--- config.mk ---
export PLATFORM = sky130hd
export DESIGN_NAME = box_overlay_top
export DESIGN_NICKNAME = d
export VERILOG_FILES = /design/src/common/video_pkg.sv /design/src/common/box_pkg.sv /design/src/draw_window/draw_window.sv /design/src/box_overlay_top.sv /design/src/box_regs.sv /design/src/video_timing/video_timing.sv
export SDC_FILE = /design/constraint.sdc
export NUM_CORES = 1
export LEC_CHECK = 0
export ABC_AREA = 1
export BUFFER_PORTS_ARGS = -buffer_cell sky130_fd_sc_hd__buf_2
export CORE_ASPECT_RATIO = 1.2
export CORE_MARGIN = 4
export CORE_UTILIZATION = 40
export CTS_BUF_LIST = sky130_fd_sc_hd__clkbuf_16
export DETAILED_ROUTE_END_ITERATION = 12
export GPL_TIMING_DRIVEN = 0
export PLACE_DENSITY = 0.56
export SLEW_MARGIN = 20
export SYNTH_ARGS = -nofsm -noshare
export SYNTH_HDL_FRONTEND = slang
export SYNTH_SLANG_ARGS = --single-unit
--- constraint.sdc ---
create_clock -name clk -period 13 [get_ports clk]
set_clock_uncertainty 0.05 [all_clocks]
set_input_delay 3.9 -clock clk [delete_from_list [all_inputs] [get_ports clk]]
set_output_delay 3.9 -clock clk [all_outputs]
set_load 0.005 [all_outputs]
--- src/common/video_pkg.sv ---
`default_nettype none

package video_pkg;

    ////////////////////
    // Frame geometry
    ////////////////////

    localparam int H_ACT   = 64;
    localparam int V_ACT   = 32;
    localparam int H_TOTAL = 80;  // Active pixels plus horizontal blanking.
    localparam int V_TOTAL = 36;

    // Both sync pulses are active high. The end positions are exclusive.
    localparam int H_SYNC_START = 68;
    localparam int H_SYNC_END   = 72;
    localparam int V_SYNC_START = 33;
    localparam int V_SYNC_END   = 34;

    ////////////////////
    // Widths
    ////////////////////

    localparam int X_W = 11;  // Leaves room for frames up to 2048 pixels wide.
    localparam int Y_W = 10;

    localparam int COLOR_W = 8;
    localparam int RGB_W   = 3 * COLOR_W;

    localparam logic [COLOR_W-1:0] BG_BLUE = 8'h40;

endpackage : video_pkg

`default_nettype wire

--- src/common/box_pkg.sv ---
`default_nettype none

package box_pkg;

    import video_pkg::*;

    localparam int N_BOX     = 4;
    localparam int BOX_IDX_W = $clog2(N_BOX);
    localparam int BORDER    = 1;  // Outline thickness in pixels.

    ////////////////////
    // Register map
    ////////////////////

    localparam int REGS_PER_BOX = 3;
    localparam int N_REGS       = N_BOX * REGS_PER_BOX;
    localparam int ADR_W        = 4;

    // Word address is box index times REGS_PER_BOX plus one of these.
    localparam int REG_START = 0;
    localparam int REG_END   = 1;
    localparam int REG_STYLE = 2;

    // Corner word, x in bits 26 to 16 and y in bits 9 to 0.
    typedef struct packed {
        logic [31-(16+X_W):0] rsvd_hi;
        logic [X_W-1:0]       x;
        logic [15-Y_W:0]      rsvd_lo;
        logic [Y_W-1:0]       y;
    } coord_word_t;

    // Style word, enable in bit 24 and the colour below it.
    typedef struct packed {
        logic [6:0]         rsvd;
        logic               en;
        logic [COLOR_W-1:0] r;
        logic [COLOR_W-1:0] g;
        logic [COLOR_W-1:0] b;
    } style_word_t;

    typedef union packed {
        coord_word_t coord;
        style_word_t style;
    } box_word_t;

endpackage : box_pkg

`default_nettype wire

--- src/draw_window/draw_window.sv ---
`timescale 1ns/10ps
`default_nettype none

module draw_window
    import video_pkg::*;
    import box_pkg::*;
(
    input  logic                   clk,
    input  logic                   rst,
    input  logic                   in_hsync,
    input  logic                   in_vsync,
    input  logic                   in_de,
    input  logic [X_W-1:0]         in_x,
    input  logic [Y_W-1:0]         in_y,
    input  logic [COLOR_W-1:0]     in_r,
    input  logic [COLOR_W-1:0]     in_g,
    input  logic [COLOR_W-1:0]     in_b,
    input  logic [N_BOX-1:0]       box_en,
    input  logic [N_BOX*X_W-1:0]   box_sx,
    input  logic [N_BOX*Y_W-1:0]   box_sy,
    input  logic [N_BOX*X_W-1:0]   box_ex,
    input  logic [N_BOX*Y_W-1:0]   box_ey,
    input  logic [N_BOX*RGB_W-1:0] box_color,
    output logic                   out_hsync,
    output logic                   out_vsync,
    output logic                   out_de,
    output logic [X_W-1:0]         out_x,
    output logic [Y_W-1:0]         out_y,
    output logic [COLOR_W-1:0]     out_r,
    output logic [COLOR_W-1:0]     out_g,
    output logic [COLOR_W-1:0]     out_b
);

    logic [N_BOX-1:0] hit;
    logic [RGB_W-1:0] color [N_BOX];
    logic [RGB_W-1:0] pix;

    ////////////////////
    // Outline hit test
    ////////////////////

    for (genvar i = 0; i < N_BOX; i++) begin : g_box
        logic [X_W-1:0] sx;
        logic [X_W-1:0] ex;
        logic [Y_W-1:0] sy;
        logic [Y_W-1:0] ey;
        logic           outer;
        logic           inner_x;
        logic           inner_y;

        assign sx       = box_sx[i*X_W +: X_W];
        assign ex       = box_ex[i*X_W +: X_W];
        assign sy       = box_sy[i*Y_W +: Y_W];
        assign ey       = box_ey[i*Y_W +: Y_W];
        assign color[i] = box_color[i*RGB_W +: RGB_W];

        assign outer = in_x >= sx && in_x <= ex && in_y >= sy && in_y <= ey;

        // The inner rectangle is empty when the box is thinner than two borders.
        assign inner_x = {1'b0, in_x} >= {1'b0, sx} + (X_W+1)'(BORDER) &&
                         {1'b0, in_x} + (X_W+1)'(BORDER) <= {1'b0, ex};
        assign inner_y = {1'b0, in_y} >= {1'b0, sy} + (Y_W+1)'(BORDER) &&
                         {1'b0, in_y} + (Y_W+1)'(BORDER) <= {1'b0, ey};

        assign hit[i] = box_en[i] && in_de && outer && !(inner_x && inner_y);
    end

    // Later boxes overwrite earlier ones, so the highest index wins.
    always_comb begin
        pix = {in_r, in_g, in_b};
        for (int i = 0; i < N_BOX; i++) begin
            if (hit[i]) begin
                pix = color[i];
            end
        end
    end

    ////////////////////
    // Output stage
    ////////////////////

    always_ff @(posedge clk) begin
        if (rst) begin
            out_hsync <= 1'b0;
            out_vsync <= 1'b0;
            out_de    <= 1'b0;
            out_x     <= '0;
            out_y     <= '0;
            out_r     <= '0;
            out_g     <= '0;
            out_b     <= '0;
        end else begin
            out_hsync               <= in_hsync;
            out_vsync               <= in_vsync;
            out_de                  <= in_de;
            out_x                   <= in_x;
            out_y                   <= in_y;
            {out_r, out_g, out_b}   <= pix;
        end
    end

    a_de_latency : assert property (
        @(posedge clk) disable iff (rst)
        !$past(rst) |-> out_de == $past(in_de)
    ) else $error("out_de does not follow in_de by one cycle");

endmodule : draw_window

`default_nettype wire

--- src/box_overlay_top.sv ---
`timescale 1ns/10ps
`default_nettype none

module box_overlay_top
    import video_pkg::*;
    import box_pkg::*;
(
    input  logic               clk,
    input  logic               rst,
    input  logic               wb_cyc,
    input  logic               wb_stb,
    input  logic               wb_we,
    input  logic [ADR_W-1:0]   wb_adr,
    input  logic [31:0]        wb_dat_w,
    output logic [31:0]        wb_dat_r,
    output logic               wb_ack,
    output logic               out_hsync,
    output logic               out_vsync,
    output logic               out_de,
    output logic [X_W-1:0]     out_x,
    output logic [Y_W-1:0]     out_y,
    output logic [COLOR_W-1:0] out_r,
    output logic [COLOR_W-1:0] out_g,
    output logic [COLOR_W-1:0] out_b
);

    // Raster stream from the timing block.
    logic               vt_hsync;
    logic               vt_vsync;
    logic               vt_de;
    logic               frame_start;
    logic [X_W-1:0]     vt_x;
    logic [Y_W-1:0]     vt_y;
    logic [COLOR_W-1:0] bg_r;
    logic [COLOR_W-1:0] bg_g;
    logic [COLOR_W-1:0] bg_b;

    // Shadow box settings.
    logic [N_BOX-1:0]       box_en;
    logic [N_BOX*X_W-1:0]   box_sx;
    logic [N_BOX*Y_W-1:0]   box_sy;
    logic [N_BOX*X_W-1:0]   box_ex;
    logic [N_BOX*Y_W-1:0]   box_ey;
    logic [N_BOX*RGB_W-1:0] box_color;

    video_timing u_video_timing (
        .clk         (clk),
        .rst         (rst),
        .hsync       (vt_hsync),
        .vsync       (vt_vsync),
        .de          (vt_de),
        .frame_start (frame_start),
        .x           (vt_x),
        .y           (vt_y),
        .bg_r        (bg_r),
        .bg_g        (bg_g),
        .bg_b        (bg_b)
    );

    box_regs u_box_regs (
        .clk         (clk),
        .rst         (rst),
        .wb_cyc      (wb_cyc),
        .wb_stb      (wb_stb),
        .wb_we       (wb_we),
        .wb_adr      (wb_adr),
        .wb_dat_w    (wb_dat_w),
        .wb_dat_r    (wb_dat_r),
        .wb_ack      (wb_ack),
        .frame_start (frame_start),
        .box_en      (box_en),
        .box_sx      (box_sx),
        .box_sy      (box_sy),
        .box_ex      (box_ex),
        .box_ey      (box_ey),
        .box_color   (box_color)
    );

    draw_window u_draw_window (
        .clk       (clk),
        .rst       (rst),
        .in_hsync  (vt_hsync),
        .in_vsync  (vt_vsync),
        .in_de     (vt_de),
        .in_x      (vt_x),
        .in_y      (vt_y),
        .in_r      (bg_r),
        .in_g      (bg_g),
        .in_b      (bg_b),
        .box_en    (box_en),
        .box_sx    (box_sx),
        .box_sy    (box_sy),
        .box_ex    (box_ex),
        .box_ey    (box_ey),
        .box_color (box_color),
        .out_hsync (out_hsync),
        .out_vsync (out_vsync),
        .out_de    (out_de),
        .out_x     (out_x),
        .out_y     (out_y),
        .out_r     (out_r),
        .out_g     (out_g),
        .out_b     (out_b)
    );

endmodule : box_overlay_top

`default_nettype wire

--- src/box_regs.sv ---
`timescale 1ns/10ps
`default_nettype none

module box_regs
    import video_pkg::*;
    import box_pkg::*;
(
    input  logic                   clk,
    input  logic                   rst,
    input  logic                   wb_cyc,
    input  logic                   wb_stb,
    input  logic                   wb_we,
    input  logic [ADR_W-1:0]       wb_adr,
    input  logic [31:0]            wb_dat_w,
    output logic [31:0]            wb_dat_r,
    output logic                   wb_ack,
    input  logic                   frame_start,
    output logic [N_BOX-1:0]       box_en,
    output logic [N_BOX*X_W-1:0]   box_sx,
    output logic [N_BOX*Y_W-1:0]   box_sy,
    output logic [N_BOX*X_W-1:0]   box_ex,
    output logic [N_BOX*Y_W-1:0]   box_ey,
    output logic [N_BOX*RGB_W-1:0] box_color
);

    logic                 adr_ok;
    logic [BOX_IDX_W-1:0] adr_box;
    logic [1:0]           adr_field;
    logic                 wr_en;
    box_word_t            wr_word;
    box_word_t            rd_word;

    // Working set, written from the bus.
    logic [N_BOX-1:0] w_en;
    logic [X_W-1:0]   w_sx    [N_BOX];
    logic [Y_W-1:0]   w_sy    [N_BOX];
    logic [X_W-1:0]   w_ex    [N_BOX];
    logic [Y_W-1:0]   w_ey    [N_BOX];
    logic [RGB_W-1:0] w_color [N_BOX];

    ////////////////////
    // Bus decode
    ////////////////////

    assign adr_ok    = wb_adr < ADR_W'(N_REGS);
    assign adr_box   = BOX_IDX_W'(wb_adr / ADR_W'(REGS_PER_BOX));
    assign adr_field = 2'(wb_adr % ADR_W'(REGS_PER_BOX));
    assign wr_word   = wb_dat_w;
    assign wr_en     = wb_ack && wb_cyc && wb_stb && wb_we && adr_ok;  // Commits on the ack cycle.

    always_ff @(posedge clk) begin
        if (rst) begin
            wb_ack <= 1'b0;
        end else begin
            wb_ack <= wb_cyc && wb_stb && !wb_ack;
        end
    end

    always_ff @(posedge clk) begin
        if (rst) begin
            w_en <= '0;
        end else if (wr_en && adr_field == 2'(REG_STYLE)) begin
            w_en[adr_box] <= wr_word.style.en;
        end
    end

    always_ff @(posedge clk) begin
        if (wr_en) begin
            case (adr_field)
                2'(REG_START): begin
                    w_sx[adr_box] <= wr_word.coord.x;
                    w_sy[adr_box] <= wr_word.coord.y;
                end
                2'(REG_END): begin
                    w_ex[adr_box] <= wr_word.coord.x;
                    w_ey[adr_box] <= wr_word.coord.y;
                end
                default: begin
                    w_color[adr_box] <= {wr_word.style.r, wr_word.style.g, wr_word.style.b};
                end
            endcase
        end
    end

    // Unused bits and unmapped addresses read as zero.
    always_comb begin
        rd_word = '0;
        if (adr_ok) begin
            case (adr_field)
                2'(REG_START): begin
                    rd_word.coord.x = w_sx[adr_box];
                    rd_word.coord.y = w_sy[adr_box];
                end
                2'(REG_END): begin
                    rd_word.coord.x = w_ex[adr_box];
                    rd_word.coord.y = w_ey[adr_box];
                end
                default: begin
                    rd_word.style.en = w_en[adr_box];
                    {rd_word.style.r, rd_word.style.g, rd_word.style.b} = w_color[adr_box];
                end
            endcase
        end
    end

    assign wb_dat_r = rd_word;

    ////////////////////
    // Frame shadow
    ////////////////////

    always_ff @(posedge clk) begin
        if (rst) begin
            box_en <= '0;
        end else if (frame_start) begin
            box_en <= w_en;
        end
    end

    always_ff @(posedge clk) begin
        if (frame_start) begin
            for (int i = 0; i < N_BOX; i++) begin
                box_sx[i*X_W +: X_W]          <= w_sx[i];
                box_sy[i*Y_W +: Y_W]          <= w_sy[i];
                box_ex[i*X_W +: X_W]          <= w_ex[i];
                box_ey[i*Y_W +: Y_W]          <= w_ey[i];
                box_color[i*RGB_W +: RGB_W]   <= w_color[i];
            end
        end
    end

    a_ack_in_cycle : assert property (
        @(posedge clk) disable iff (rst)
        wb_ack |-> wb_cyc && wb_stb
    ) else $error("ack raised without an active bus cycle");

    a_ack_single : assert property (
        @(posedge clk) disable iff (rst)
        wb_ack |=> !wb_ack
    ) else $error("ack held for two cycles");

endmodule : box_regs

`default_nettype wire

--- src/video_timing/video_timing.sv ---
`timescale 1ns/10ps
`default_nettype none

module video_timing
    import video_pkg::*;
(
    input  logic               clk,
    input  logic               rst,
    output logic               hsync,
    output logic               vsync,
    output logic               de,
    output logic               frame_start,
    output logic [X_W-1:0]     x,
    output logic [Y_W-1:0]     y,
    output logic [COLOR_W-1:0] bg_r,
    output logic [COLOR_W-1:0] bg_g,
    output logic [COLOR_W-1:0] bg_b
);

    logic [X_W-1:0] h_cnt;
    logic [Y_W-1:0] v_cnt;
    logic           h_wrap;
    logic           v_wrap;
    logic [X_W+1:0] x_times4;
    logic [Y_W+2:0] y_times8;

    ////////////////////
    // Raster counters
    ////////////////////

    assign h_wrap = h_cnt == X_W'(H_TOTAL - 1);
    assign v_wrap = v_cnt == Y_W'(V_TOTAL - 1);

    always_ff @(posedge clk) begin
        if (rst) begin
            h_cnt <= '0;
            v_cnt <= '0;
        end else begin
            if (h_wrap) begin
                h_cnt <= '0;
                if (v_wrap) begin
                    v_cnt <= '0;
                end else begin
                    v_cnt <= v_cnt + 1'b1;
                end
            end else begin
                h_cnt <= h_cnt + 1'b1;
            end
        end
    end

    ////////////////////
    // Decoded outputs
    ////////////////////

    assign x = h_cnt;
    assign y = v_cnt;

    assign hsync       = h_cnt >= X_W'(H_SYNC_START) && h_cnt < X_W'(H_SYNC_END);
    assign vsync       = v_cnt >= Y_W'(V_SYNC_START) && v_cnt < Y_W'(V_SYNC_END);
    assign de          = h_cnt < X_W'(H_ACT) && v_cnt < Y_W'(V_ACT);
    assign frame_start = h_cnt == '0 && v_cnt == '0;

    // Gradient background, red follows x and green follows y.
    assign x_times4 = {h_cnt, 2'b00};
    assign y_times8 = {v_cnt, 3'b000};

    assign bg_r = de ? x_times4[COLOR_W-1:0] : '0;
    assign bg_g = de ? y_times8[COLOR_W-1:0] : '0;
    assign bg_b = de ? BG_BLUE : '0;

    a_de_in_line : assert property (
        @(posedge clk) disable iff (rst)
        de |-> x < X_W'(H_ACT)
    ) else $error("de is high past the active part of the line");

endmodule : video_timing

`default_nettype wire
==> results of run 1 <==
## where the power goes
part | leakage, nW | internal, W | switching (W)
combinational | 9.27 | 0.000179 | 0.000391
clock | 1.07 | 0.00107 | 0.000803
sequential | 5.59 | 0.00220 | 0.0000448
## metal layers
| metal | track usage | vias to the layer above | share of wire |
|---|---|---|---|
| li1 | - | 11200 | - |
| met1 | 0.313 | 11000 | 0.43 |
| met2 | 0.377 | 751 | 0.47 |
| met3 | 0.0268 | 148 | 0.061 |
| met4 | 0.0695 | 0 | 0.034 |
| met5 | 0 | - | 0 |
## worst max-delay path, delay by kind of cell
| kind | cells | cell delay, ps |
|---|---|---|
| and+or+nand+nor | 5 | 1080 |
| adders and majority gates | 3 | 560 |
| AOI/OAI and AO/OA | 5 | 1330 |
| buffers and inverters | 6 | 1270 |
## per-stage QoR
step	setup TNS [ps]	setup WS, ps	utilization
2_1_floorplan	0	822	-
6_report	0	890	0.463
4_1_cts	0	1050	0.463
5_1_grt	0	785	0.463
3_3_place_gp	-1350630	-5520	0.427
3_5_place_dp	0	1050	0.436
## final timing paths
| kind | slack, ps | cells after the start | to |
|---|---|---|---|
| worst min-delay path | 390 | 1 | u_box_regs.wb_ack$_SDFF_PP0_ |
| worst min register to register | 390 | 1 | u_box_regs.wb_ack$_SDFF_PP0_ |
| worst max-delay path | 890 | 19 | wb_dat_r[17] |
| worst max register to register | 8060 | 16 | u_draw_window.out_r[4]$_SDFF_PP0_ |
## cells by family (layout without fill, tap and decap cells)
logic type / count (synthesis) / count (layout) / share of synthesized area
buf+inv: 464 / 722 / 0.0583
xor+xnor: 77 / 77 / 0.0211
other cells: 1 / 5 / 0.000117
flops: 606 / 606 / 0.545
simple gates: 1244 / 1244 / 0.169
fa+ha+maj: 353 / 353 / 0.138
compound gates: 361 / 361 / 0.0677
## layout by cell type, fill, tap and decap left out, drive strengths merged, types with 84 or more instances in the layout
master  instances
ha            353
buf           184
a21oi         149
nand3         195
nor2          269
clkbuf         91
edfxtp        528
o21ai          84
nand2         607
inv           412
## area by class of cell
type	count	area share
Sequential cell	606	0.475
Multi-Input combinational cell	2040	0.348
Clock buffer	63	0.0430
Inverter	394	0.0404
Tap cell	1035	0.0353
Timing Repair Buffer	142	0.0321
Clock inverter	53	0.0150
Buffer	70	0.0104
## state kept, by name, indices dropped and copies added (netlist names), 11 cells and up
name,flops
u_box_regs.box_ey,30
u_box_regs.box_sx,33
u_box_regs.w_ey,40
u_box_regs.w_color,96
u_box_regs.w_ex,44
box_ex,11
u_draw_window.out_x,11
u_box_regs.box_ex,33
box_sx,11
u_video_timing.x,11
u_box_regs.w_sx,44
u_box_regs.w_sy,40
u_box_regs.box_sy,30
u_box_regs.box_color,96
==> impl_metrics.csv, run 1 <==
group,metric,value,unit
die,die_w,266,um
global_route,grt_pass1_vias,22100,
routing,routed_wirelength,97500,um
clocking,cts_root_buf,"clkbuf_16",
finish,antenna_cells,0,
place,placed_area,0.0345,mm^2
clocking,insertion_delay,650,ps
timing,post-route-period-util,0.932,
power_and_ir_drop,vdd_drop_max,0.116,mV
setup_path,cp_data_required_time,9050,ps
job,cap_violations,0,
logic_synthesis,synth_largest_area_cell,"edfxtp_1",
logic_synthesis,synth_edf_count,528,
setup_path,cpPeakStageDelay,650,ps
logic_synthesis,synth-main-ff-cell,"edfxtp_1",
routing,first_pass_iters,6,
clocking,cts-buffers-inserted,61,
finish,area_growth,14.8,%
die,dieArea,0.0844,mm^2
logic_synthesis,syn_area,0.0319,mm^2
place,place_congestion,0.880,
finish,multi_input_area,0.0128,mm^2
timing,maxSlewViolCount,0,
power_and_ir_drop,p_total,0.00468,W
clocking,htree_levels,2,
routing,drc,0,
finish,design_area,0.0367,mm^2
routing,vias_per_cell,5.25,
clocking,clk_pin_slew_worst_paths,60,ps
setup_path,crit_type,"in -> out",
clocking,cts_sinks,606,
global_route,grt_overflow,0,
logic_synthesis,synth_top_cell_area_share,0.496,
setup_path,worstSetupEndpointType,"output pin",
logic_synthesis,syn_area_per_cell,10.3,um^2
setup_path,crit_start,"wb_adr[3]",
worst_hold_path,hold_class,"reg -> reg",
clocking,cts_resized,0,
setup_path,cp_slowest_cell,"a211oi_1",
logic_synthesis,yosysWarnings,0,
global_route,grt_antenna_before_repair,0,
timing,rsz0062_at_grt,"false",
logic_synthesis,ys_seq_elements,606,
setup_path,path_max_fanout,10,
setup_path,crit_arrival,8160,ps
clocking,cts_setup_buffers,0,
global_route,globalRouteTotalUtil,0.227,
routing,via_count,23100,
die,placementRows,113,
power_and_ir_drop,power.density,128,mW/mm^2
routing,routedWlPerCell,22.1,um
place,dp.cells,4287,
clocking,clk_path_buf_depth,3,
clocking,cts_tree,"done",
global_route,grt_max_degree,22,
logic_synthesis,ys_types,52,
logic_synthesis,synth.top_cells.by_count,"596 x nand2_1, 528 x edfxtp_1, 380 x inv_1",
place,dp_hpwl,72700,um
finish,fin_nets,3709,
logic_synthesis,yosysMostFrequentCell,"nand2_1",
timing,fin_hold_ws,388,ps
setup_path,crit_chain,"buf_2 > nor2_2 > ha_1 > inv_1 > ha_1 > nand2_2 > nand2_1 > o21ai_0 > inv_1 > ha_1 > a21oi_4 > nor2_2 > inv_1 > clkbuf_1 > o22ai_1 > nor3_1 > o21ai_1 > a211oi_1 > buf_2",
timing,setup_viol,0,
die,ios,122,
timing,hold_viol_final,0,
finish,final_cells,4403,
finish,fillers,7408,
timing,slew_headroom,0.209,
worst_hold_path,min_from,"u_box_regs.wb_ack$_SDFF_PP0_",
die,core_area,0.0792,mm^2
place,port_buffers,111,
setup_path,worstSetupStartpointType,"input port",
clocking,cts_hold_buf,0,
routing,antenna_left,0,
logic_synthesis,yosys-top-cells-area,"edfxtp_1 50%, ha_1 14%, nand2_1 7.0%",
setup_path,timing.rr.start,"u_video_timing.y[1]$_SDFFE_PP0P_",
timing,tightestPinTransition,1190,ps
finish,seqCellArea,0.0174,mm^2
global_route,grt_pass1_wl,143000,um
power_and_ir_drop,leakage,15.9,nW
logic_synthesis,seq_area_frac_synth,0.545,
timing,fin_crit,12110,ps
logic_synthesis,async_flop_share,0,
routing,drt_iter0_drc,1766,
finish,drive_above_1_share,0.104,
die,initial_core_util,0.403,
run_status,status,"finished, final reports clean",
die,die_y,318,um
logic_synthesis,syn_inst,3106,
timing,fmax,0.0826,GHz
No activity file was read; power rests on OpenSTA's default activity.
==> inputs of run 2 (changes only) <==
--- a/config.mk
+++ b/config.mk
@@ -12,7 +12,7 @@
 export CORE_UTILIZATION = 40
 export CTS_BUF_LIST = sky130_fd_sc_hd__clkbuf_16
 export DETAILED_ROUTE_END_ITERATION = 12
-export GPL_TIMING_DRIVEN = 0
+export GPL_TIMING_DRIVEN = 1
 export PLACE_DENSITY = 0.56
 export SLEW_MARGIN = 20
 export SYNTH_ARGS = -nofsm -noshare
==> impl_metrics.csv, run 2 (synthesized netlist as in run 1, its figures left out) <==
group,metric,value,unit
run_status,status,"finished, final reports clean",
place,placed_area,0.0339,mm^2
timing,slew_headroom,0.239,
power_and_ir_drop,leakage,15.6,nW
power_and_ir_drop,p_int,0.00333,W
routing,via_count,22700,
finish,fillers,7520,
global_route,grt_max_degree,76,
finish,final_cells,4348,
job,cap_violations,0,
power_and_ir_drop,power.density,126,mW/mm^2
place,dp.cells,4235,
global_route,grt_antenna_before_repair,2,
die,die_w,266,um
worst_hold_path,hold_class,"reg -> reg",
finish,final_cell_mix,"595 x nand2_1, 528 x edfxtp_1, 389 x inv_1",
setup_path,reg2reg_setup_slack,7930,ps
timing,maxSlewViolCount,0,
setup_path,worstSetupEndpointType,"output pin",
routing,vias_per_cell,5.22,
worst_hold_path,min_from,"u_box_regs.w_ey[0][3]$_DFFE_PP_",
clocking,cts_resized,0,
routing,antenna_left,0,
routing,drc,0,
die,initial_core_util,0.403,
routing,drt_iter0_drc,1735,
power_and_ir_drop,power_frac_clock,0.388,
clocking,cts-buffers-inserted,60,
die,die_y,318,um
clocking,cts_hold_buf,0,
power_and_ir_drop,vdd_drop_max,0.113,mV
setup_path,crit_arrival,7550,ps
clocking,cts_root_buf,"clkbuf_16",
die,core_area,0.0792,mm^2
place,port_buffers,111,
setup_path,reg2reg_depth,21,
finish,seqCellArea,0.0174,mm^2
power_and_ir_drop,pwr-share-seq,0.497,
global_route,grt_overflow,0,
setup_path,worstSetupStartpointType,"input port",
setup_path,path_max_fanout,27,
clocking,cts_tree,"done",
timing,fin_crit,11500,ps
timing,rsz0062_at_grt,"false",
finish,design_area,0.0358,mm^2
finish,fin_nets,3656,
global_route,globalRouteTotalUtil,0.213,
timing,tightestPinTransition,1140,ps
clocking,clk_path_buf_depth,3,
routing,first_pass_iters,5,
power_and_ir_drop,netSwitchingFraction,0.262,
timing,setup_viol,0,
timing,hold_viol_final,0,
setup_path,crit_type,"in -> out",
finish,area_growth,12.2,%
setup_path,cp_data_required_time,9050,ps
timing,fmax,0.0869,GHz
worst_hold_path,hold_path_depth,0,
global_route,grt_pass1_wl,135000,um
setup_path,timing.rr.start,"u_video_timing.x[3]$_SDFF_PP0_",
die,dieArea,0.0844,mm^2
finish,drive_above_1_share,0.0939,
timing,post-route-period-util,0.885,
global_route,grt_pass1_vias,22100,
worst_hold_path,holdPathEnd,"box_ey[3]$_DFFE_PP_",
clocking,cts_setup_buffers,0,
routing,routedWlPerCell,21.1,um
finish,layout_commonest_cell,"nand2_1",
setup_path,worstReg2RegEnd,"u_draw_window.out_r[1]$_SDFF_PP0_",
power_and_ir_drop,p_switching,0.00118,W
finish,largestRegisters,"u_box_regs.box_color: 96 flops, u_box_regs.w_color: 96 flops",
finish,multi_input_area,0.0127,mm^2
clocking,clk_pin_slew_worst_paths,60,ps
finish,antenna_cells,0,
die,placementRows,113,
timing,fin_setup_tns,0,ps
clocking,htree_levels,2,
die,ios,122,
routing,routed_wirelength,91700,um
place,dp_hpwl,63600,um
power_and_ir_drop,combPwrFrac,0.115,
place,place_congestion,0.859,
clocking,cts_sinks,606,
clocking,insertion_delay,650,ps
[run 2: cell type report]
type | count | area share
multi-input cells | 2040 | 0.356
repair buffers | 160 | 0.0258
inverters | 394 | 0.0413
well taps | 1035 | 0.0361
clock buffers | 61 | 0.0426
clock inverters | 52 | 0.0124
flip-flops and latches | 606 | 0.486
[run 2: per-layer routing]
layer / vias up / wire, um / global-route usage
met1: 10800 / 40800 / 0.293
met2: 674 / 42200 / 0.347
met4: 2 / 2740 / 0.0632
met5: - / 14 / 0
met3: 131 / 5960 / 0.0361
li1: 11100 / - / -
[run 2: metrics by stage]
stage          utilization  setup WS (ps)  power (W)  hold WS, ps
2_1_floorplan            -            822    0.00262          377
3_5_place_dp         0.428           1440    0.00280          382
4_1_cts              0.453           1440    0.00454          391
5_1_grt              0.453           1220    0.00469          397
6_report             0.453           1500    0.00451          391
3_3_place_gp         0.428           1430    0.00279          378
[run 2: power groups by stage]
stage / Sequential (W) / Clock [W] / Combinational, W
detailed placement: 0.00228 / 0 / 0.000519
global placement: 0.00228 / 0 / 0.000514
finish: 0.00224 / 0.00175 / 0.000518
floorplan: 0.00230 / 0 / 0.000323
global route: 0.00225 / 0.00186 / 0.000579
CTS: 0.00224 / 0.00178 / 0.000522
[run 2: how the worst max path moves through the flow]
stage                                           startpoint                           endpoint  slack (ps)
final                                            wb_adr[3]                       wb_dat_r[16]        1500
after global placement                           wb_adr[2]                       wb_dat_r[17]        1430
after global routing                             wb_adr[3]                       wb_dat_r[16]        1220
after CTS                                        wb_adr[2]                        wb_dat_r[1]        1440
after detailed placement                         wb_adr[2]                        wb_dat_r[1]        1440
after floorplan           u_video_timing.y[0]$_SDFFE_PP0P_  u_box_regs.box_en[0]$_SDFFE_PP0P_         820
[run 2: critical path, cell delays in order]
cell and delay [ps]:
buf_2 120, nor2_2 140, ha_1 160, inv_1 40
ha_1 190, nand2_2 130, nand2_1 60, o21ai_0 110
inv_1 80, ha_1 220, a21oi_4 190, nand2_2 110
nand2_2 400, inv_2 470, buf_4 380, a22oi_1 220
nand4_1 180, o211ai_1 140, nor2_1 120, buf_2 160
